==> src/common/smem_queue_pkg.sv <==
`default_nettype none

package smem_queue_pkg;

	// ==============================
	// depths and latencies
	// ==============================
	localparam int QUERY_LAT = 3; // query RAM read latency
	localparam int RING_AW = 6; // 64 parked reads
	localparam int OCC_AW = 5; // 32 occurrence words

	// ==============================
	// field types
	// ==============================
	typedef logic [9:0] read_num_t;
	typedef logic [32:0] bwt_idx_t; // one of x0, x1, x2
	typedef logic [6:0] pos_t; // forward_i, min_intv
	typedef logic [7:0] query_t; // encoded base
	typedef logic [127:0] occ_t; // four 32-bit counts

	// one-hot, bubble is all zero
	typedef enum logic [5:0] {
		st_bubble = 6'b00_0000,
		st_f_init = 6'b00_0001,
		st_f_run = 6'b00_0010,
		st_f_break = 6'b00_0100
	} fwd_status_e;

	// {read_num, x0, x1, x2, forward_i, min_intv, query, status}, 137 bits
	typedef logic [$bits(read_num_t) + 3 * $bits(bwt_idx_t) + 2 * $bits(pos_t)
		+ $bits(query_t) + $bits(fwd_status_e) - 1:0] fwd_entry_t;

endpackage

`default_nettype wire

==> src/smem_queue/occ_fifo.sv <==
`timescale 1ns/1ps
`default_nettype none

module occ_fifo (
	input wire Clk_32UI,
	input wire reset_n,
	input wire dram_get,
	input wire smem_queue_pkg::occ_t occ_in,
	input wire occ_pop,
	output smem_queue_pkg::occ_t occ_head,
	output logic occ_valid
);
	import smem_queue_pkg::*;

	occ_t occ_mem [2 ** OCC_AW];
	logic [OCC_AW:0] wr_ptr;
	logic [OCC_AW:0] rd_ptr;
	logic full;

	assign full = (wr_ptr[OCC_AW] != rd_ptr[OCC_AW])
		&& (wr_ptr[OCC_AW - 1:0] == rd_ptr[OCC_AW - 1:0]);

	// DRAM side keeps writing through stall
	always_ff @(posedge Clk_32UI) begin
		if (!reset_n) begin
			wr_ptr <= '0;
			rd_ptr <= '0;
		end else begin
			if (dram_get)
				wr_ptr <= wr_ptr + 1'b1;
			if (occ_pop)
				rd_ptr <= rd_ptr + 1'b1;
		end
	end

	always_ff @(posedge Clk_32UI) begin
		if (dram_get)
			occ_mem[wr_ptr[OCC_AW - 1:0]] <= occ_in;
	end

	assign occ_valid = (wr_ptr != rd_ptr);
	assign occ_head = occ_mem[rd_ptr[OCC_AW - 1:0]];

	a_occ_no_overflow: assert property (@(posedge Clk_32UI) disable iff (!reset_n)
		dram_get |-> !full)
		else $error("occurrence FIFO overflow");

	a_occ_no_underflow: assert property (@(posedge Clk_32UI) disable iff (!reset_n)
		occ_pop |-> occ_valid)
		else $error("occurrence FIFO popped while empty");

endmodule

`default_nettype wire

==> config.mk <==
export PLATFORM = sky130hd
export DESIGN_NAME = occ_fifo
export DESIGN_NICKNAME = d
export VERILOG_FILES = /design/src/common/smem_queue_pkg.sv /design/src/smem_queue/occ_fifo.sv
export SDC_FILE = /design/constraint.sdc
export NUM_CORES = 2
export LEC_CHECK = 0
export BUFFER_PORTS_ARGS = -buffer_cell sky130_fd_sc_hd__buf_2
export CAP_MARGIN = 25
export CORE_MARGIN = 3
export CORE_UTILIZATION = 30
export DETAILED_ROUTE_END_ITERATION = 10
export GPL_ROUTABILITY_DRIVEN = 0
export GPL_TIMING_DRIVEN = 0
export SYNTH_ARGS = -nofsm -noshare
export SYNTH_HDL_FRONTEND = slang
export SYNTH_SLANG_ARGS = --single-unit
==> constraint.sdc <==
create_clock -name Clk_32UI -period 8.1 [get_ports Clk_32UI]
set_input_delay 0.405 -clock Clk_32UI [delete_from_list [all_inputs] [get_ports Clk_32UI]]
set_output_delay 0.405 -clock Clk_32UI [all_outputs]
set_load 0.01 [all_outputs]
==> flow_summary.json <==
{
  "rows": 262,
  "cts_setup_buffers": 0,
  "cts_sinks": 4113,
  "required_ns": 7.70,
  "synth_top_cell_area_share_pct": 80.1,
  "rr_startpoint": "wr_ptr[1]",
  "area_growth_pct": 19.3,
  "maxCapViolations": 0,
  "end_kind": "output port",
  "root_buffer": "clkbuf_16",
  "synth_largest_area_cell": "edfxtp_1",
  "routed-via-count": 77100,
  "worstMarginPinSlew_ns": 1.14,
  "synth_compound_area_share_pct": 2.43,
  "synth.most_common_cell": "edfxtp_1",
  "hold_viol_final": 0,
  "status": "finished, final reports clean",
  "fin_area_um2": 183000,
  "hold_start": "occ_in[115]",
  "synth_fa_ha_area_share_pct": 0.0408,
  "grt_max_degree": 33,
  "p_per_area_nw_per_um2": 242,
  "syn_avg_cell_area_um2": 23.8,
  "layout.nets": 7693,
  "cp_max_fo": 13,
  "startpoint_type": "flip-flop",
  "start_util_pct": 30.1,
  "synth_common_cells": "edfxtp_1 (4,096), mux4_2 (928), o22ai_1 (416)",
  "grt_overflow": 0,
  "vdd_drop_max_uv": 188,
  "ys_seq_area_share_pct": 80.3,
  "worst_slack_ns": 2.47,
  "max_slew_margin_pct": 24.1,
  "fmax_mhz": 178,
  "synth-seq-cells": 4113,
  "dp_slack_ns": 3.24,
  "p_leak_nw": 55.3,
  "synth.distinct_cells": 34,
  "grt_pass1_vias": 76600,
  "route.detailed.vias_per_inst": 5.27,
  "h-tree-depth": 5,
  "async_flop_share_pct": 0,
  "slew_violations": 0,
  "hold_end": "occ_mem[30][115]",
  "routed_wl_um": 463000,
  "fin_skew_ns": 0.0563,
  "netlist_area_um2": 154000,
  "ctsResizeCount": 0,
  "rr_worst_depth": 7,
  "fin_crit_sh_pct": 69.5,
  "crit_type": "reg2out",
  "cts_max_path_buffers": 4,
  "cp.arrival_ns": 5.23,
  "io_pins": 261,
  "rr_endpoint": "occ_mem[10][67]",
  "wl_per_cell_um": 31.6,
  "antenna_found_initial": 107,
  "hpwl_um": 311000,
  "synth_ff_type": "edfxtp_1",
  "synth_warnings": 0,
  "period_minus_slack_ns": 5.63,
  "path_clk_slew_ns": 0.07,
  "dr.pass1.iters": 8,
  "synth-xor-area-share_pct": 0.0742,
  "rrSetupSlack_ns": 4.48,
  "yosys-mux-area-fraction_pct": 14.9,
  "holdPathStages": 1,
  "dieArea_um2": 520000,
  "postPlaceCellArea_um2": 169000,
  "portBuffers": 259,
  "cts_tree": "yes",
  "syn_nets": 6591,
  "ant_nets": 0,
  "synth_area_leaders": "edfxtp_1 (80%), mux4_2 (14%), o22ai_1 (1.7%)",
  "synth_cells": 6454,
  "synthSimpleGateAreaFrac_pct": 0.968,
  "die_w_um": 721,
  "rsz0062_at_grt": "no",
  "synth_top_family_by_area": "multiplexers",
  "cts-buffers-inserted": 386,
  "synth_edf_count": 4096,
  "drc": 0,
  "clk_latency_ns": 0.94,
  "drive_above_1_share_pct": 30.1,
  "drt_iter0_drc": 10100,
  "coreArea_um2": 509000,
  "setup_viol": 0,
  "grt_pass1_wl_um": 632000,
  "final.setup.tns_ns": 0,
  "die_h_um": 721,
  "grt.total_usage_pct": 17.3,
  "total_power_mw": 44.3,
  "hp-class": "in2reg"
}
-- final cells by class --
cell class              instances  area [µm²]
fillers                     46000      326000
clock inverters               235        2240
flip-flops and latches       4113      123000
plain buffers                 366        1940
diodes                         36        90.1
well taps                    6732        8420
repair buffers                714        8280
clock buffers                 465       10200
inverters                       2        7.51
multi-input cells            1973       28700
-- through the flow --
stage,utilization (%),hold WS (ns),cells
after floorplan,-,0.476,6454
after detailed placement,33.2,0.499,13800
after CTS,35.9,0.00214,14600
final,36.0,0.0391,14600
after global placement,32.0,0.499,13400
after global routing,35.9,0.0465,14600
-- what timing repair did --
action,in CTS,in global routing
endpoints found under the hold margin,4013,0
hold buffers,129,0
setup endpoints to repair,0,0
-- placed cells by master (no fill, tap or decap), types with 27 or more instances in the layout --
cell type      count
nor4_2            30
clkbuf_1         155
clkbuf_16        396
nand3_1           52
clkinv_1          98
bufinv_16         39
nand4_1           27
buf_2            457
o22ai_1          416
clkinv_2          66
buf_16            28
nor2_4            32
buf_4            108
dlygate4sd3_1    129
buf_12           213
nor4_1            75
edfxtp_1        4096
diode_2           36
a22oi_1          144
mux2i_1          194
mux4_2           928
-- power breakdown --
group	total [mW]	internal, mW	switching, mW
Clock	18.0	10.2	7.79
Combinational	2.78	1.07	1.70
Sequential	23.6	23.5	0.0320
Total	44.3	34.8	9.53
-- worst max path at each step --
stage	startpoint	endpoint	slack (ns)	depth (start not counted)
finish	flip-flop	occ_head[105]	2.47	9
global route	flip-flop	occ_head[125]	2.43	8
CTS	flip-flop	occ_head[86]	2.25	8
detailed placement	flip-flop	occ_head[86]	3.24	8
global placement	dram_get	occ_mem[5][44]	-8.13	3
floorplan	wr_ptr[3]	occ_mem[10][0]	1.07	3
-- routing by layer --
metal / up-vias / global-route usage (%) / wire [µm]
met4: 46 / 5.52 / 15900
met1: 41700 / 22.2 / 176000
met5: - / 0 / 266
met2: 4264 / 29.9 / 233000
met3: 789 / 2.94 / 38100
li1: 30300 / - / -
-- critical path, cell delays in order (launching register included) --
cell and delay, ns:
dfxtp_1 0.48, buf_2 0.33, nor2_1 0.10, nand2_1 0.60, buf_2 0.85, clkbuf_1 0.78, o22ai_1 0.31, nor4_2 0.41
buf_4 0.27, buf_2 0.15
-- sequential cells by signal (all words and copies together) (netlist names), named ones only --
signal and count:
occ_mem 4096, rd_ptr 6, wr_ptr 6
-- cell families after synthesis --
| group | Yosys count |
|---|---|
| flops | 4113 |
| mux | 1122 |
| compound gates | 566 |
| buf+inv | 368 |
| simple gates | 267 |
| xor+xnor | 13 |
| fa+ha+maj | 5 |
Note: power is estimated with default switching activity, not from simulation.
