## src/common/smem_queue_pkg.sv

```systemverilog
`default_nettype none

package smem_queue_pkg;

	// ==============================
	// depths and latencies
	// ==============================
	localparam int QUERY_LAT = 3; // query RAM read latency
	localparam int RING_AW = 6; // 64 parked reads
	localparam int OCC_AW = 5; // 32 occurrence words

	// ==============================
	// field types
	// ==============================
	typedef logic [9:0] read_num_t;
	typedef logic [32:0] bwt_idx_t; // one of x0, x1, x2
	typedef logic [6:0] pos_t; // forward_i, min_intv
	typedef logic [7:0] query_t; // encoded base
	typedef logic [127:0] occ_t; // four 32-bit counts

	// one-hot, bubble is all zero
	typedef enum logic [5:0] {
		st_bubble = 6'b00_0000,
		st_f_init = 6'b00_0001,
		st_f_run = 6'b00_0010,
		st_f_break = 6'b00_0100
	} fwd_status_e;

	// {read_num, x0, x1, x2, forward_i, min_intv, query, status}, 137 bits
	typedef logic [$bits(read_num_t) + 3 * $bits(bwt_idx_t) + 2 * $bits(pos_t)
		+ $bits(query_t) + $bits(fwd_status_e) - 1:0] fwd_entry_t;

endpackage

`default_nettype wire

```

## src/smem_queue/queue_dispatch.sv

```systemverilog
`timescale 1ns/1ps
`default_nettype none

module queue_dispatch (
	input wire Clk_32UI,
	input wire reset_n,
	input wire stall,
	input wire smem_queue_pkg::fwd_entry_t head,
	input wire smem_queue_pkg::fwd_status_e head_status,
	input wire not_empty,
	input wire smem_queue_pkg::occ_t occ_head,
	input wire occ_valid,
	input wire new_read_valid,
	input wire smem_queue_pkg::read_num_t new_read_num,
	input wire smem_queue_pkg::bwt_idx_t new_ik_x0,
	input wire smem_queue_pkg::bwt_idx_t new_ik_x1,
	input wire smem_queue_pkg::bwt_idx_t new_ik_x2,
	input wire smem_queue_pkg::pos_t new_forward_i,
	input wire smem_queue_pkg::pos_t new_min_intv,
	output logic pop,
	output logic occ_pop,
	output logic new_read,
	output smem_queue_pkg::fwd_status_e status_out,
	output smem_queue_pkg::read_num_t read_num_out,
	output smem_queue_pkg::bwt_idx_t ik_x0_out,
	output smem_queue_pkg::bwt_idx_t ik_x1_out,
	output smem_queue_pkg::bwt_idx_t ik_x2_out,
	output smem_queue_pkg::pos_t forward_i_out,
	output smem_queue_pkg::pos_t min_intv_out,
	output smem_queue_pkg::query_t query_out,
	output smem_queue_pkg::occ_t occ_out,
	output smem_queue_pkg::bwt_idx_t forward_k_temp,
	output smem_queue_pkg::bwt_idx_t forward_l_temp
);
	import smem_queue_pkg::*;

	logic bubble_flag; // forces one empty slot after each dispatch
	logic go;
	logic take_break;
	logic take_occ;

	read_num_t h_read_num;
	bwt_idx_t h_x0;
	bwt_idx_t h_x1;
	bwt_idx_t h_x2;
	pos_t h_forward_i;
	pos_t h_min_intv;
	query_t h_query;

	fwd_status_e nxt_status;
	read_num_t nxt_read_num;
	bwt_idx_t nxt_x0;
	bwt_idx_t nxt_x1;
	bwt_idx_t nxt_x2;
	pos_t nxt_forward_i;
	pos_t nxt_min_intv;
	query_t nxt_query;
	occ_t nxt_occ;
	bwt_idx_t nxt_k_temp;
	bwt_idx_t nxt_l_temp;

	// stored status comes through head_status
	assign {h_read_num, h_x0, h_x1, h_x2, h_forward_i, h_min_intv, h_query} =
		head[$bits(fwd_entry_t) - 1:$bits(fwd_status_e)];

	// ==============================
	// pop decision
	// ==============================
	assign go = !stall && !bubble_flag;
	assign take_break = (head_status == st_f_break);
	assign take_occ = !take_break && !new_read_valid && occ_valid && not_empty;

	assign pop = go && (take_break || take_occ);
	assign occ_pop = go && take_occ;
	assign new_read = go && !take_break && new_read_valid;

	always_comb begin
		nxt_status = st_bubble;
		nxt_read_num = h_read_num;
		nxt_x0 = h_x0;
		nxt_x1 = h_x1;
		nxt_x2 = h_x2;
		nxt_forward_i = h_forward_i;
		nxt_min_intv = h_min_intv;
		nxt_query = h_query;
		nxt_occ = '0;
		if (take_break) begin
			nxt_status = st_f_break; // leaves without a memory response
		end else if (new_read_valid) begin
			nxt_status = st_f_init;
			nxt_read_num = new_read_num;
			nxt_x0 = new_ik_x0;
			nxt_x1 = new_ik_x1;
			nxt_x2 = new_ik_x2;
			nxt_forward_i = pos_t'(new_forward_i + 1'b1);
			nxt_min_intv = new_min_intv;
			nxt_query = '0; // first round needs no query
		end else if (take_occ) begin
			nxt_status = head_status;
			nxt_occ = occ_head;
		end
	end

	assign nxt_k_temp = bwt_idx_t'(nxt_x1 - 1'b1);
	assign nxt_l_temp = bwt_idx_t'(nxt_k_temp + nxt_x2);

	// ==============================
	// output registers
	// ==============================
	always_ff @(posedge Clk_32UI) begin
		if (!reset_n) begin
			status_out <= st_bubble;
			bubble_flag <= 1'b0;
		end else if (!stall) begin
			if (bubble_flag) begin
				status_out <= st_bubble;
				bubble_flag <= 1'b0;
			end else begin
				status_out <= nxt_status;
				bubble_flag <= (nxt_status != st_bubble);
			end
		end
	end

	always_ff @(posedge Clk_32UI) begin
		if (go) begin
			read_num_out <= nxt_read_num;
			ik_x0_out <= nxt_x0;
			ik_x1_out <= nxt_x1;
			ik_x2_out <= nxt_x2;
			forward_i_out <= nxt_forward_i;
			min_intv_out <= nxt_min_intv;
			query_out <= nxt_query;
			occ_out <= nxt_occ;
			forward_k_temp <= nxt_k_temp;
			forward_l_temp <= nxt_l_temp;
		end
	end

	// every result is followed by an empty slot
	a_bubble_after_result: assert property (@(posedge Clk_32UI) disable iff (!reset_n)
		(status_out != st_bubble) && !stall |=> status_out == st_bubble)
		else $error("no bubble after a dispatched result");

endmodule

`default_nettype wire

```

## config.mk

```make
export PLATFORM = sky130hd
export DESIGN_NAME = queue_dispatch
export DESIGN_NICKNAME = d
export VERILOG_FILES = /design/src/common/smem_queue_pkg.sv /design/src/smem_queue/queue_dispatch.sv
export SDC_FILE = /design/constraint.sdc
export NUM_CORES = 1
export LEC_CHECK = 0
export BUFFER_PORTS_ARGS = -buffer_cell sky130_fd_sc_hd__buf_4
export CORE_AREA = 5 5 285 287
export DETAILED_ROUTE_END_ITERATION = 6
export DIE_AREA = 0 0 290 292
export MAX_ROUTING_LAYER = met4
export PLACE_DENSITY_LB_ADDON = 0.05
export SYNTH_ARGS = -nofsm -noshare
export SYNTH_HDL_FRONTEND = slang
export SYNTH_SLANG_ARGS = --single-unit
```

## constraint.sdc

```tcl
create_clock -name Clk_32UI -period 23 [get_ports Clk_32UI]
set_input_delay 2.3 -clock Clk_32UI [delete_from_list [all_inputs] [get_ports Clk_32UI]]
set_output_delay 2.3 -clock Clk_32UI [all_outputs]
set_load 0.05 [all_outputs]
```

==> flow_summary.ini <==
[yosys]
synthMuxAreaShare_pct = 1.70
synth_simple_gate_area_share_pct = 18.5
synthAdderAreaFrac_pct = 2.97
synth.distinct_cells = 58
synth_area_leaders = edfxtp_1, nand2_1, and2_1
synth_top_area_share_pct = 65.0
syn_nets = 1677
ys_ff_latch = 332
avgSynthCellArea_um2 = 12.1
synth-xor-area-share_pct = 3.61
ys.flop_type = edfxtp_1
synth_top_family_by_area = simple AND/OR/NAND/NOR gates
synth_seq_area_share_pct = 65.9
yosysTopAreaCell = edfxtp_1
synth_compound_area_share_pct = 5.24
async_reset_ff_share_pct = 0
synth_edf_count = 325
syn_inst = 1242
yosysWarnings = 0
syn_area_um2 = 15000

[setup_path]
critPathMostFrequentCell = buf_4
crit_slowest_cell = buf_4
crit_path_start_kind = primary input
reg2reg_slack_ns = 20.45
worst_setup_path_end_kind = output port
critical_path.max_stage_delay_ns = 0.67
crit_chain = buf_4 > or3_4 > o31ai_4 > buf_4 > buf_4 > buf_4 > nor3_1 > buf_4
path_class = in -> out
critical_path_arrival_ns = 5.38
path_buf_inv = 5
path_delay_family = buffers and inverters
crit_required_ns = 20.70
worstPathMaxFanout = 65

[power]
internal-power_mw = 1.32
clockPowerShare_pct = 37.0
leakagePower_nw = 10.1
seqPwrFrac_pct = 38.4
ir_drop_mv = 0.0356
pwr-share-comb_pct = 24.5
powerDensity_nw_per_um2 = 83.4
p_sw_mw = 0.621
power.total_mw = 1.94
switching_share_pct = 32.0

[timing]
fin_setup_tns_ns = 0
slew_headroom_pct = 18.3
setup_violations = 0
fin_hold_ws_ns = 0.474
fin_crit_sh_pct = 33.4
min_period_ns = 7.68
finalHoldViolCount = 0
fmax_mhz = 130
worst_pin_slew_ns = 1.22
skew_ns = 0.0152
final_max_slew_viol_count = 0
rsz0062_at_grt = false

[drt]
vias = 12100
wl_per_cell_um = 22.2
drtAntennaViolNets = 0
viasPerCell = 3.91
routed_wl_mm = 68.6
first_iter_violations = 445
firstDrtPassIters = 5
drc_errors = 0

[global_routing]
grt_pass1_vias = 12200
grt_max_degree = 138
track_usage_pct = 15.7
grt_overflow_total = 0
antenna_found_initial = 20
grt_pass1_wl_mm = 93.6

[floorplanning]
die_h_um = 292
fp.dieArea_um2 = 84700
boundaryPins = 734
die_w_um = 290
rows = 103
start_util_pct = 19.2
core_area_um2 = 78400

[clock_network]
htree_num_levels = 2
cts_buffers = 45
cts_hold_buffers = 0
clkSinkCount = 332
postCtsSetupRepairBufs = 0
cts_tree = done
clkTransAtPathRegs_ns = 0.06
clockBufferDepth = 3
clk_root_buffer_cell = clkbuf_16
ctsResizeCount = 0
clock_latency_ns = 0.57

[placed_design]
gp_congestion = 0.810
placed_area_um2 = 21700
hpwlAfterDp_mm = 54.3
portBuffers = 727

[final_layout]
fin_util_pct = 29.7
area_growth_pct = 54.9
fill_cells = 8211
multi_input_area_um2 = 4840
nets = 2414
layout-drive-gt1-share_pct = 40.6
final_area_um2 = 23300
area.sequential_um2 = 9900

[run_status]
status = completed

[min_path]
worstHoldPathType = reg -> reg

[flow_run]
max_cap_viol_count = 0
## kinds of logic after synthesis
family,after synthesis
buffers and inverters,76
flip-flops,332
adder cells (fa/ha/maj),35
AO/OA/AOI/OAI,124
multiplexers,24
AND/OR/NAND/NOR,590
XOR/XNOR,61
## placed cells by master (no fill, tap or decap), types with 7 or more instances in the layout
master / count
nand2_1: 342
clkinv_2: 7
xnor2_1: 48
and2_1: 141
a21oi_1: 39
dfxtp_1: 7
buf_4: 736
nor2b_1: 8
nand3_1: 15
edfxtp_1: 325
nor2_1: 23
xor2_1: 12
nor3_1: 19
clkbuf_16: 46
o21ai_0: 32
clkbuf_1: 8
inv_1: 29
ha_1: 34
a21o_1: 11
mux2i_1: 18
clkinv_1: 12
diode_2: 21
## flip-flops by register name, summed over array words and instances, names as in the netlist
signal,flops
bubble_flag,1
occ_out,128
ik_x0_out,33
ik_x2_out,33
ik_x1_out,33
forward_l_temp,33
read_num_out,10
forward_k_temp,33
min_intv_out,7
forward_i_out,7
query_out,8
status_out,6
## cell usage after synthesis, drive strengths merged, types with 4 or more instances
master  instances
a21o           11
a21oi          39
a31oi           5
and2          141
and3            6
buf            11
clkbuf         36
dfxtp           7
edfxtp        325
ha             34
inv            29
mux2            6
mux2i          18
nand2         342
nand2b          4
nand3          15
nand4           5
nor2           26
nor2b           8
nor3           19
nor4            8
o211ai          5
o21a            4
o21ai          32
o21bai          6
or4             6
xnor2          48
xor2           13
## final cells by class
cell class,count,area share [%]
antenna,21,0.226
clock buffer,54,5.08
tap,1050,5.65
sequential,332,42.6
inverter,29,0.468
timing repair buffer,737,23.8
multi-input combinational,834,20.8
clock inverter,29,1.35
## routing by layer
layer  up-vias  share of wire, %  global-route usage, %
met5         -                 0                      -
met3        71               9.4                   6.94
met1      5679                39                   17.0
li1       5863                 -                      -
met2       452                50                   26.4
met4         0               2.0                   4.08
## tightest hold or removal path: cells and delay by family, from the launching register on
kind / cells / cell delay, ns
AOI/OAI and AO/OA: 1 / 0.06
and+or+nand+nor: 1 / 0.06
DFF: 1 / 0.31
## path summary, 6_finish.rpt
path / start / cells after the start / to
max: head_status[5] / 8 / new_read
min: status_out[2] / 2 / status_out[2]
max reg2reg: bubble_flag / 3 / occ_out[35]
min reg2reg: status_out[2] / 2 / status_out[2]
## power groups by stage
stage / registers, mW / logic [mW] / clock network, mW
6_report: 0.745 / 0.475 / 0.718
5_1_grt: 0.750 / 0.505 / 0.771
2_1_floorplan: 0.951 / 0.115 / 0
3_3_place_gp: 0.758 / 0.486 / 0
4_1_cts: 0.746 / 0.486 / 0.752
3_5_place_dp: 0.758 / 0.484 / 0
## metrics by stage
step	setup WS (ns)	instances
2_1_floorplan	4.67	1242
3_3_place_gp	14.55	2982
3_5_place_dp	14.54	2982
4_1_cts	15.17	3065
5_1_grt	14.92	3085
6_report	15.32	3086
(Power assumes the default switching activity.)
