<file path="src/common/smem_queue_pkg.sv">
`default_nettype none

package smem_queue_pkg;

	// ==============================
	// depths and latencies
	// ==============================
	localparam int QUERY_LAT = 3; // query RAM read latency
	localparam int RING_AW = 6; // 64 parked reads
	localparam int OCC_AW = 5; // 32 occurrence words

	// ==============================
	// field types
	// ==============================
	typedef logic [9:0] read_num_t;
	typedef logic [32:0] bwt_idx_t; // one of x0, x1, x2
	typedef logic [6:0] pos_t; // forward_i, min_intv
	typedef logic [7:0] query_t; // encoded base
	typedef logic [127:0] occ_t; // four 32-bit counts

	// one-hot, bubble is all zero
	typedef enum logic [5:0] {
		st_bubble = 6'b00_0000,
		st_f_init = 6'b00_0001,
		st_f_run = 6'b00_0010,
		st_f_break = 6'b00_0100
	} fwd_status_e;

	// {read_num, x0, x1, x2, forward_i, min_intv, query, status}, 137 bits
	typedef logic [$bits(read_num_t) + 3 * $bits(bwt_idx_t) + 2 * $bits(pos_t)
		+ $bits(query_t) + $bits(fwd_status_e) - 1:0] fwd_entry_t;

endpackage

`default_nettype wire

</file>
<file path="src/smem_queue/query_delay_line.sv">
`timescale 1ns/1ps
`default_nettype none

module query_delay_line (
	input wire Clk_32UI,
	input wire reset_n,
	input wire stall,
	input wire smem_queue_pkg::fwd_status_e fwd_status,
	input wire smem_queue_pkg::read_num_t fwd_read_num,
	input wire smem_queue_pkg::bwt_idx_t fwd_ik_x0,
	input wire smem_queue_pkg::bwt_idx_t fwd_ik_x1,
	input wire smem_queue_pkg::bwt_idx_t fwd_ik_x2,
	input wire smem_queue_pkg::pos_t fwd_forward_i,
	input wire smem_queue_pkg::pos_t fwd_min_intv,
	input wire smem_queue_pkg::query_t query_base,
	output smem_queue_pkg::fwd_entry_t entry,
	output logic entry_valid
);
	import smem_queue_pkg::*;

	// wait stages, one per cycle of query RAM latency
	fwd_status_e st_d [QUERY_LAT];
	read_num_t rn_d [QUERY_LAT];
	bwt_idx_t x0_d [QUERY_LAT];
	bwt_idx_t x1_d [QUERY_LAT];
	bwt_idx_t x2_d [QUERY_LAT];
	pos_t fi_d [QUERY_LAT];
	pos_t mi_d [QUERY_LAT];

	// pack stage, everything but the status
	logic [$bits(fwd_entry_t) - $bits(fwd_status_e) - 1:0] pack_data;
	fwd_status_e pack_status;

	always_ff @(posedge Clk_32UI) begin
		if (!reset_n) begin
			for (int i = 0; i < QUERY_LAT; i++)
				st_d[i] <= st_bubble;
			pack_status <= st_bubble;
		end else if (!stall) begin
			st_d[0] <= fwd_status;
			for (int i = 1; i < QUERY_LAT; i++)
				st_d[i] <= st_d[i - 1];
			pack_status <= st_d[QUERY_LAT - 1];
		end
	end

	always_ff @(posedge Clk_32UI) begin
		if (!stall) begin
			rn_d[0] <= fwd_read_num;
			x0_d[0] <= fwd_ik_x0;
			x1_d[0] <= fwd_ik_x1;
			x2_d[0] <= fwd_ik_x2;
			fi_d[0] <= fwd_forward_i;
			mi_d[0] <= fwd_min_intv;
			for (int i = 1; i < QUERY_LAT; i++) begin
				rn_d[i] <= rn_d[i - 1];
				x0_d[i] <= x0_d[i - 1];
				x1_d[i] <= x1_d[i - 1];
				x2_d[i] <= x2_d[i - 1];
				fi_d[i] <= fi_d[i - 1];
				mi_d[i] <= mi_d[i - 1];
			end
			// query base arrives from the RAM here
			pack_data <= {rn_d[QUERY_LAT - 1], x0_d[QUERY_LAT - 1], x1_d[QUERY_LAT - 1],
				x2_d[QUERY_LAT - 1], fi_d[QUERY_LAT - 1], mi_d[QUERY_LAT - 1], query_base};
		end
	end

	assign entry = {pack_data, pack_status};
	assign entry_valid = (pack_status != st_bubble);

endmodule

`default_nettype wire

</file>
<file path="config.mk">
export PLATFORM = sky130hd
export DESIGN_NAME = query_delay_line
export DESIGN_NICKNAME = d
export VERILOG_FILES = /design/src/common/smem_queue_pkg.sv /design/src/smem_queue/query_delay_line.sv
export SDC_FILE = /design/constraint.sdc
export NUM_CORES = 1
export LEC_CHECK = 0
export ABC_AREA = 1
export ABC_CLOCK_PERIOD_IN_PS = 3800
export BUFFER_PORTS_ARGS = -buffer_cell sky130_fd_sc_hd__buf_4
export CAP_MARGIN = 5
export CORE_ASPECT_RATIO = 0.6
export CORE_MARGIN = 3
export CORE_UTILIZATION = 53
export DETAILED_ROUTE_END_ITERATION = 10
export GPL_ROUTABILITY_DRIVEN = 0
export PLACE_DENSITY = 0.79
export SKIP_LAST_GASP = 1
export SLEW_MARGIN = 20
export SYNTH_ARGS = -nofsm -noshare
export SYNTH_HDL_FRONTEND = slang
export SYNTH_SLANG_ARGS = --single-unit
</file>
<file path="constraint.sdc">
create_clock -name Clk_32UI -period 3.8 [get_ports Clk_32UI]
set_clock_uncertainty 0.15 [all_clocks]
set_input_delay 0.76 -clock Clk_32UI [delete_from_list [all_inputs] [get_ports Clk_32UI]]
set_output_delay 0.76 -clock Clk_32UI [all_outputs]
set_load 0.01 [all_outputs]
</file>
==> qor.txt, run 1 <==
CORE AREA = 29200 um^2
CTS Hold Bufs = 0
CP arrival = 1.25 ns
CTS root buffer = clkbuf_16
fraction of layout instances using a drive strength above 1 = 39.1%
hold slack = 0.244 ns
largest net degree at the start of global routing = 217
Via-to-Cell Ratio = 4.68
Logic pwr share = 3.6%
H-tree levels = 2
vias in the first global route = 6275
row count = 48
worst skew pair latency = 0.54 ns
internal power = 9.79 mW
overall die height = 141 um
gr ovfl total = 0
Yosys reg bits = 524
Die Area = 32400 um^2
crit-path leading delay family = flip-flops
Flop pwr share = 57.3%
critical path's largest stage delay = 0.34 ns
synth unique cells = 12
WP data required = 2.89 ns
Peak VDD IR = 0.442 mV
max-slew violations = 0
Fin. Hold Viols = 0
Sw Ratio = 18.8%
Period minus WS final = 2.16 ns
Setup Crit Path Kind = reg2out
Worst R2R Setup Slack = 2.91 ns
total number of vias = 6345
initial antenna violation count = 1
worst-path maximum fanout = 3
YS warnings = 0
Final Cycle Share = 56.7%
register area share after synthesis = 98.0%
Mapped Area = 16000 um^2
TritonCTS clock tree = built
DRC = 0
Final Util = 69.2%
DRT Pass-1 Iters = 4
Initial Utilization = 54.7%
Placed Area = 18700 um^2
Layout area overhead = 26.5%
Cell Pwr Density = 595 nW/um^2
Final #Nets = 1061
Max-slew headroom = 42.7%
RSZ-0062 raised after global routing = no
Critical Path End Type = primary output
Fmax = 0.464 GHz
Synth Net Count = 728
worst path bufs/invs = 1
Longest Clk Path Bufs = 3
total negative slack = 0 ns
Max Cap Viol = 0
drt first-iter violations = 499
post-CTS setup buffers = 0
# port buffers = 277
Hold WC Path Type = in2reg
All-Layer GR Usage = 14.6%
worst path cell trace = nor2_1 > nand3_1 > buf_4
CTS Buf Count = 46
Clock power frac = 39.1%
post-cts resize count = 0
Die W = 230 um
DP Wirelength = 15200 um
routed len/inst = 17.7 um
Finish-stage setup viols = 0
Mean Syn Cell Area = 27.2 um^2
crit start category = flop
Slew @ Worst Pin = 0.860 ns
first-pass GRT wire length = 35500 um
Lkg Pwr = 7.47 nW
Slowest-stage cell, CP = dfxtp_1
Finished Cell Area = 20200 um^2
# IOs = 278
Routed WL = 24000 um
total power = 12.0 mW
cells after synthesis = 588
Clock transition at path regs = 0.07 ns
Final ANT Viol Nets = 0
Num Clock Sinks = 524
outcome = completed
switching power total = 2.26 mW
## final timing paths
check	startpoint	endpoint	depth (start not counted)
min reg2reg	rn_d[0][0]	rn_d[1][0]	0
max	pack_status[4]	entry_valid	3
max reg2reg	st_d[0][0]	st_d[1][0]	2
min	fwd_ik_x1[4]	x1_d[0][4]	1
## worst reg2reg max path: stages (launching register included)
cell and delay, ns:
edfxtp_1 0.37, inv_1 0.08, nor2_2 0.04
## cells in the mapped netlist (all sizes together)
| cell | n | area share (%) |
|---|---|---|
| edfxtp | 518 | 97 |
| nand3 | 13 | 0.41 |
| nand2 | 8 | 0.23 |
| nor2 | 21 | 0.68 |
| inv | 19 | 0.49 |
| dfxtp | 6 | 0.75 |
| buf | 3 | 0.19 |
## cells by family (layout without fill, tap and decap cells)
logic type / after synthesis / after routing / synth area share (%)
buffers and inverters: 22 / 388 / 0.681
DFF: 524 / 524 / 98.0
other: 0 / 1 / 0
and+or+nand+nor: 42 / 42 / 1.32
## cell usage in the layout, fill, tap and decap left out
cell type / synthesis / final
clkinv_1: 0 / 3
nand3_1: 13 / 13
clkbuf_8: 0 / 5
clkbuf_16: 0 / 47
bufinv_16: 0 / 6
clkinv_2: 0 / 7
clkinv_16: 0 / 1
nand2_4: 1 / 1
clkbuf_1: 0 / 5
clkinvlp_4: 0 / 3
nor2_2: 9 / 9
nor2_1: 11 / 11
diode_2: 0 / 1
inv_12: 0 / 1
inv_1: 18 / 18
buf_12: 0 / 2
clkinv_4: 0 / 2
nand2_1: 7 / 7
inv_6: 0 / 2
dfxtp_1: 6 / 6
nor2_4: 1 / 1
edfxtp_1: 518 / 518
buf_4: 1 / 286
## sequential cells by signal (all words and copies together), names as in the netlist
signal       flops
mi_d            21
rn_d            30
pack_data      131
fi_d            21
st_d            18
x1_d            99
x2_d            99
x0_d            99
pack_status      6
## cell type report
| cell class | count | area, um^2 |
|---|---|---|
| Antenna cell | 1 | 2.50 |
| Clock buffer | 57 | 1260 |
| Clock inverter | 24 | 300 |
| Fill cell | 1776 | 9010 |
| Inverter | 19 | 97.6 |
| Multi-Input combinational cell | 42 | 211 |
| Sequential cell | 524 | 15700 |
| Tap cell | 400 | 500 |
| Timing Repair Buffer | 288 | 2190 |
## power by group through the flow
stage	Sequential, mW	Clock [mW]	Combinational, mW
3_3_place_gp	7.00	0	0.435
6_report	6.90	4.71	0.435
4_1_cts	6.90	4.86	0.444
5_1_grt	6.93	5.09	0.470
2_1_floorplan	7.04	0	0.0994
3_5_place_dp	7.03	0	0.443
## per-stage QoR
step,std cells,setup slack [ns]
2_1_floorplan,588,0.373
3_3_place_gp,1273,1.39
3_5_place_dp,1273,1.35
4_1_cts,1354,1.63
5_1_grt,1355,1.56
6_report,1355,1.64
## layer usage
layer,up-vias,share of wire [%],track usage [%]
met3,42,9.0,5.73
met4,0,2.2,4.65
li1,2998,-,-
met2,208,48,23.1
met1,3097,41,19.0
met5,-,0,0
Note: power is estimated with default switching activity, not from simulation.
==> run 2: changes to the inputs <==
--- a/config.mk
+++ b/config.mk
@@ -5,16 +5,16 @@
 export SDC_FILE = /design/constraint.sdc
 export NUM_CORES = 1
 export LEC_CHECK = 0
-export ABC_AREA = 1
-export ABC_CLOCK_PERIOD_IN_PS = 3800
+export ABC_AREA = 0
+export ABC_CLOCK_PERIOD_IN_PS = 1900
 export BUFFER_PORTS_ARGS = -buffer_cell sky130_fd_sc_hd__buf_4
 export CAP_MARGIN = 5
 export CORE_ASPECT_RATIO = 0.6
 export CORE_MARGIN = 3
-export CORE_UTILIZATION = 53
+export CORE_UTILIZATION = 49
 export DETAILED_ROUTE_END_ITERATION = 10
 export GPL_ROUTABILITY_DRIVEN = 0
-export PLACE_DENSITY = 0.79
+export PLACE_DENSITY = 0.77
 export SKIP_LAST_GASP = 1
 export SLEW_MARGIN = 20
 export SYNTH_ARGS = -nofsm -noshare
==> constraint.sdc (replaced) <==
create_clock -name Clk_32UI -period 1.9 [get_ports Clk_32UI]
set_clock_uncertainty 0.15 [all_clocks]
set_input_delay 0.38 -clock Clk_32UI [delete_from_list [all_inputs] [get_ports Clk_32UI]]
set_output_delay 0.38 -clock Clk_32UI [all_outputs]
set_load 0.01 [all_outputs]
==> run 2 against run 1 <==
Clock power up 76%. Die area up 7.5%. Critical path depth unchanged. Sequential power up 100%. Power up 93%. Setup slack worse by 1.6 ns. Count of clock-buffer cells in the layout down 4. First-iteration DRC count down 16%. Critical path type unchanged. Core utilization down 0.60 points. Via count up 8.0%. Wire length up 11%.
==> qor.txt, run 2 <==
outcome = completed
Final #Nets = 1200 (+13%)
crit start category = flop
largest net degree at the start of global routing = 46 (-79%)
Yosys reg bits = 524 (unchanged)
initial antenna violation count = 0 (-1)
Final ANT Viol Nets = 0 (unchanged)
Die Area = 34800 um^2 (+7.5%)
gr ovfl total = 0 (unchanged)
most numerous cell in the Yosys netlist = edfxtp_1
total negative slack = 0 ns (unchanged)
Die W = 239 um (+3.7%)
Reg2Reg Capture Point = pack_status[3]
TritonCTS clock tree = built
fraction of layout instances using a drive strength above 1 = 34.7% (-4.4 points)
hold slack = 0.210 ns (-0.0338 ns)
min-delay src = stall
Period minus WS final = 1.87 ns
synth unique cells = 12 (unchanged)
Layout area overhead = 36.0%
final non-filler cell total = 1507 (+11%)
Slew @ Worst Pin = 0.285 ns (-0.575 ns)
critical path's largest stage delay = 0.32 ns (-0.02 ns)
Synth Net Count = 702 (-3.6%)
routed len/inst = 17.6 um (-0.59%)
Mapped Area = 15900 um^2 (-0.35%)
Num Clock Sinks = 524 (unchanged)
vias in the first global route = 7266 (+16%)
CTS Buf Count = 44 (-4.3%)
CTS root buffer = clkbuf_16
Fin. Hold Viols = 0 (unchanged)
placed cell count = 1290 (+1.3%)
Mean Syn Cell Area = 28.4 um^2 (+4.3%)
worst path bufs/invs = 1 (unchanged)
YS warnings = 0 (unchanged)
crit-path leading delay family = simple AND/OR/NAND/NOR gates
# IOs = 278 (unchanged)
Worst R2R Setup Slack = 0.98 ns (-1.93 ns)
# diodes = 0 (-1)
# port buffers = 277 (unchanged)
worst-path maximum fanout = 2 (-1)
H-tree levels = 2 (unchanged)
pre-CTS setup slack = 0.220 ns (-1.13 ns)
Initial Utilization = 50.5% (-4.2 points)
CP arrival = 1.34 ns (+0.09 ns)
ranking of synthesized cells by area = edfxtp_1 98%, dfxtp_1 0.75%, and2_1 0.71%
max-slew violations = 0 (unchanged)
Via-to-Cell Ratio = 4.55 (-2.9%)
Hold WC Path Type = in2reg
DRT Pass-1 Iters = 4 (unchanged)
commonest cells after routing, fill and taps aside = 518 x edfxtp_1, 304 x buf_4, 138 x dlygate4sd3_1
Peak VDD IR = 0.837 mV (+89%)
Fmax = 0.534 GHz
Async SR Flop Fraction = 0% (unchanged)
Finish-stage setup viols = 0 (unchanged)
Longest Clk Path Bufs = 3 (unchanged)
overall die height = 146 um (+3.7%)
Max Cap Viol = 0 (unchanged)
commonest cells in the netlist = 518 x edfxtp_1, 18 x and2_1, 6 x dfxtp_1, 6 x mux2i_1, 6 x nor2b_1
Cell Pwr Density = 1070 nW/um^2 (+81%)
r2r startpoint = pack_status[3]
total number of vias = 6855 (+8.0%)
first-pass GRT wire length = 40000 um (+13%)
Lkg Pwr = 8.05 nW (+7.6%)
WP data required = 1.37 ns (-1.52 ns)
drt first-iter violations = 419 (-16%)
cells after synthesis = 562 (-4.4%)
top cell type's share of synthesized area = 97.6% (+0.34 points)
cell accounting for the most synthesized area = edfxtp_1
RSZ-0062 raised after global routing = yes
worst skew pair latency = 0.53 ns (about the same)
Final Cycle Share = 98.5%
Critical Path End Type = primary output
register area share after synthesis = 98.3% (+0.35 points)
row count = 50 (+4.2%)
Top reg by flops = pack_data
Main synth FF type = edfxtp_1
worst path cell trace = nor4_2 > nand2_1 > buf_6
Clock transition at path regs = 0.06 ns (about the same)
worst hold path cell count = 4 (+3)
commonest non-fill, non-tap cell in the layout = edfxtp_1
DP Wirelength = 16400 um (+7.8%)
Slowest-stage cell, CP = dfxtp_2
final worst slack = 0.0280 ns (-1.62 ns)
Max-slew headroom = 80.9% (+38 points)
Min-Delay Endpoint = pack_status[5]
number of flip-flops under the largest register name = 131 (unchanged)
Post-synth EDFFs = 518 (unchanged)
Reg2Reg Depth = 3 (+1)
Routed WL = 26500 um (+11%)
All-Layer GR Usage = 15.1% (+0.54 points)
CORE AREA = 31600 um^2 (+8.0%)
Setup Crit Path Kind = reg2out
DRC = 0 (unchanged)
-- run 2: kinds of logic after synthesis --
logic type	synth area share [%]
multiplexers	0.377
buffers and inverters	0.141
AND/OR/NAND/NOR	1.14
flip-flops	98.3
-- run 2: worst reg2reg max path, stage by stage (launching register included) --
cell and delay, ns:
dfxtp_2 0.33, buf_4 0.13, mux2i_1 0.13, nor2b_1 0.07
-- run 2: area by class of cell --
class	instances	area [um^2]
clock buffer	53	1160
clock inverter	24	168
fill	1933	9920
inverter	1	7.51
multi-input combinational	35	248
sequential	524	15700
tap	416	520
timing repair buffer	454	3890
-- run 2: worst max path at each step --
stage                   start              to  slack (ns)  cells after the start
2_1_floorplan           stall      fi_d[0][0]       -6.65                      2
3_3_place_gp            stall   pack_data[79]        0.24                      4
3_5_place_dp            stall  pack_data[119]        0.22                      4
4_1_cts        pack_status[3]     entry_valid       0.002                      3
5_1_grt        pack_status[4]     entry_valid       -0.06                      3
6_report       pack_status[4]     entry_valid        0.03                      3
-- run 2: routing by layer --
layer,vias up,part of all wire (%),global-route usage (%)
li1,3265,-,-
met3,56,6.8,5.09
met5,-,0,0
met2,187,50,26.2
met1,3347,40,17.7
met4,0,3.1,5.34
-- run 2: power by group --
group          switching (mW)  internal, mW
combinational           0.520         0.663
clock                    3.70          4.60
sequential              0.211          13.6
-- run 2: metrics by stage --
stage               power, mW  util, %  area [um^2]
finish                   23.3     68.6        21700
global route             24.2     68.6        21700
CTS                      23.6     68.5        21700
detailed placement       15.0     59.9        18900
global placement         14.9     59.9        18900
floorplan                14.4        -        16000
-- run 2: repair_timing --
item,in CTS,in global routing
pin swaps,2,2
hold buffers,138,0
setup buffers,1,1
endpoints found under the setup margin,1,1
hold endpoints to repair,143,0
gates resized for setup,1,3
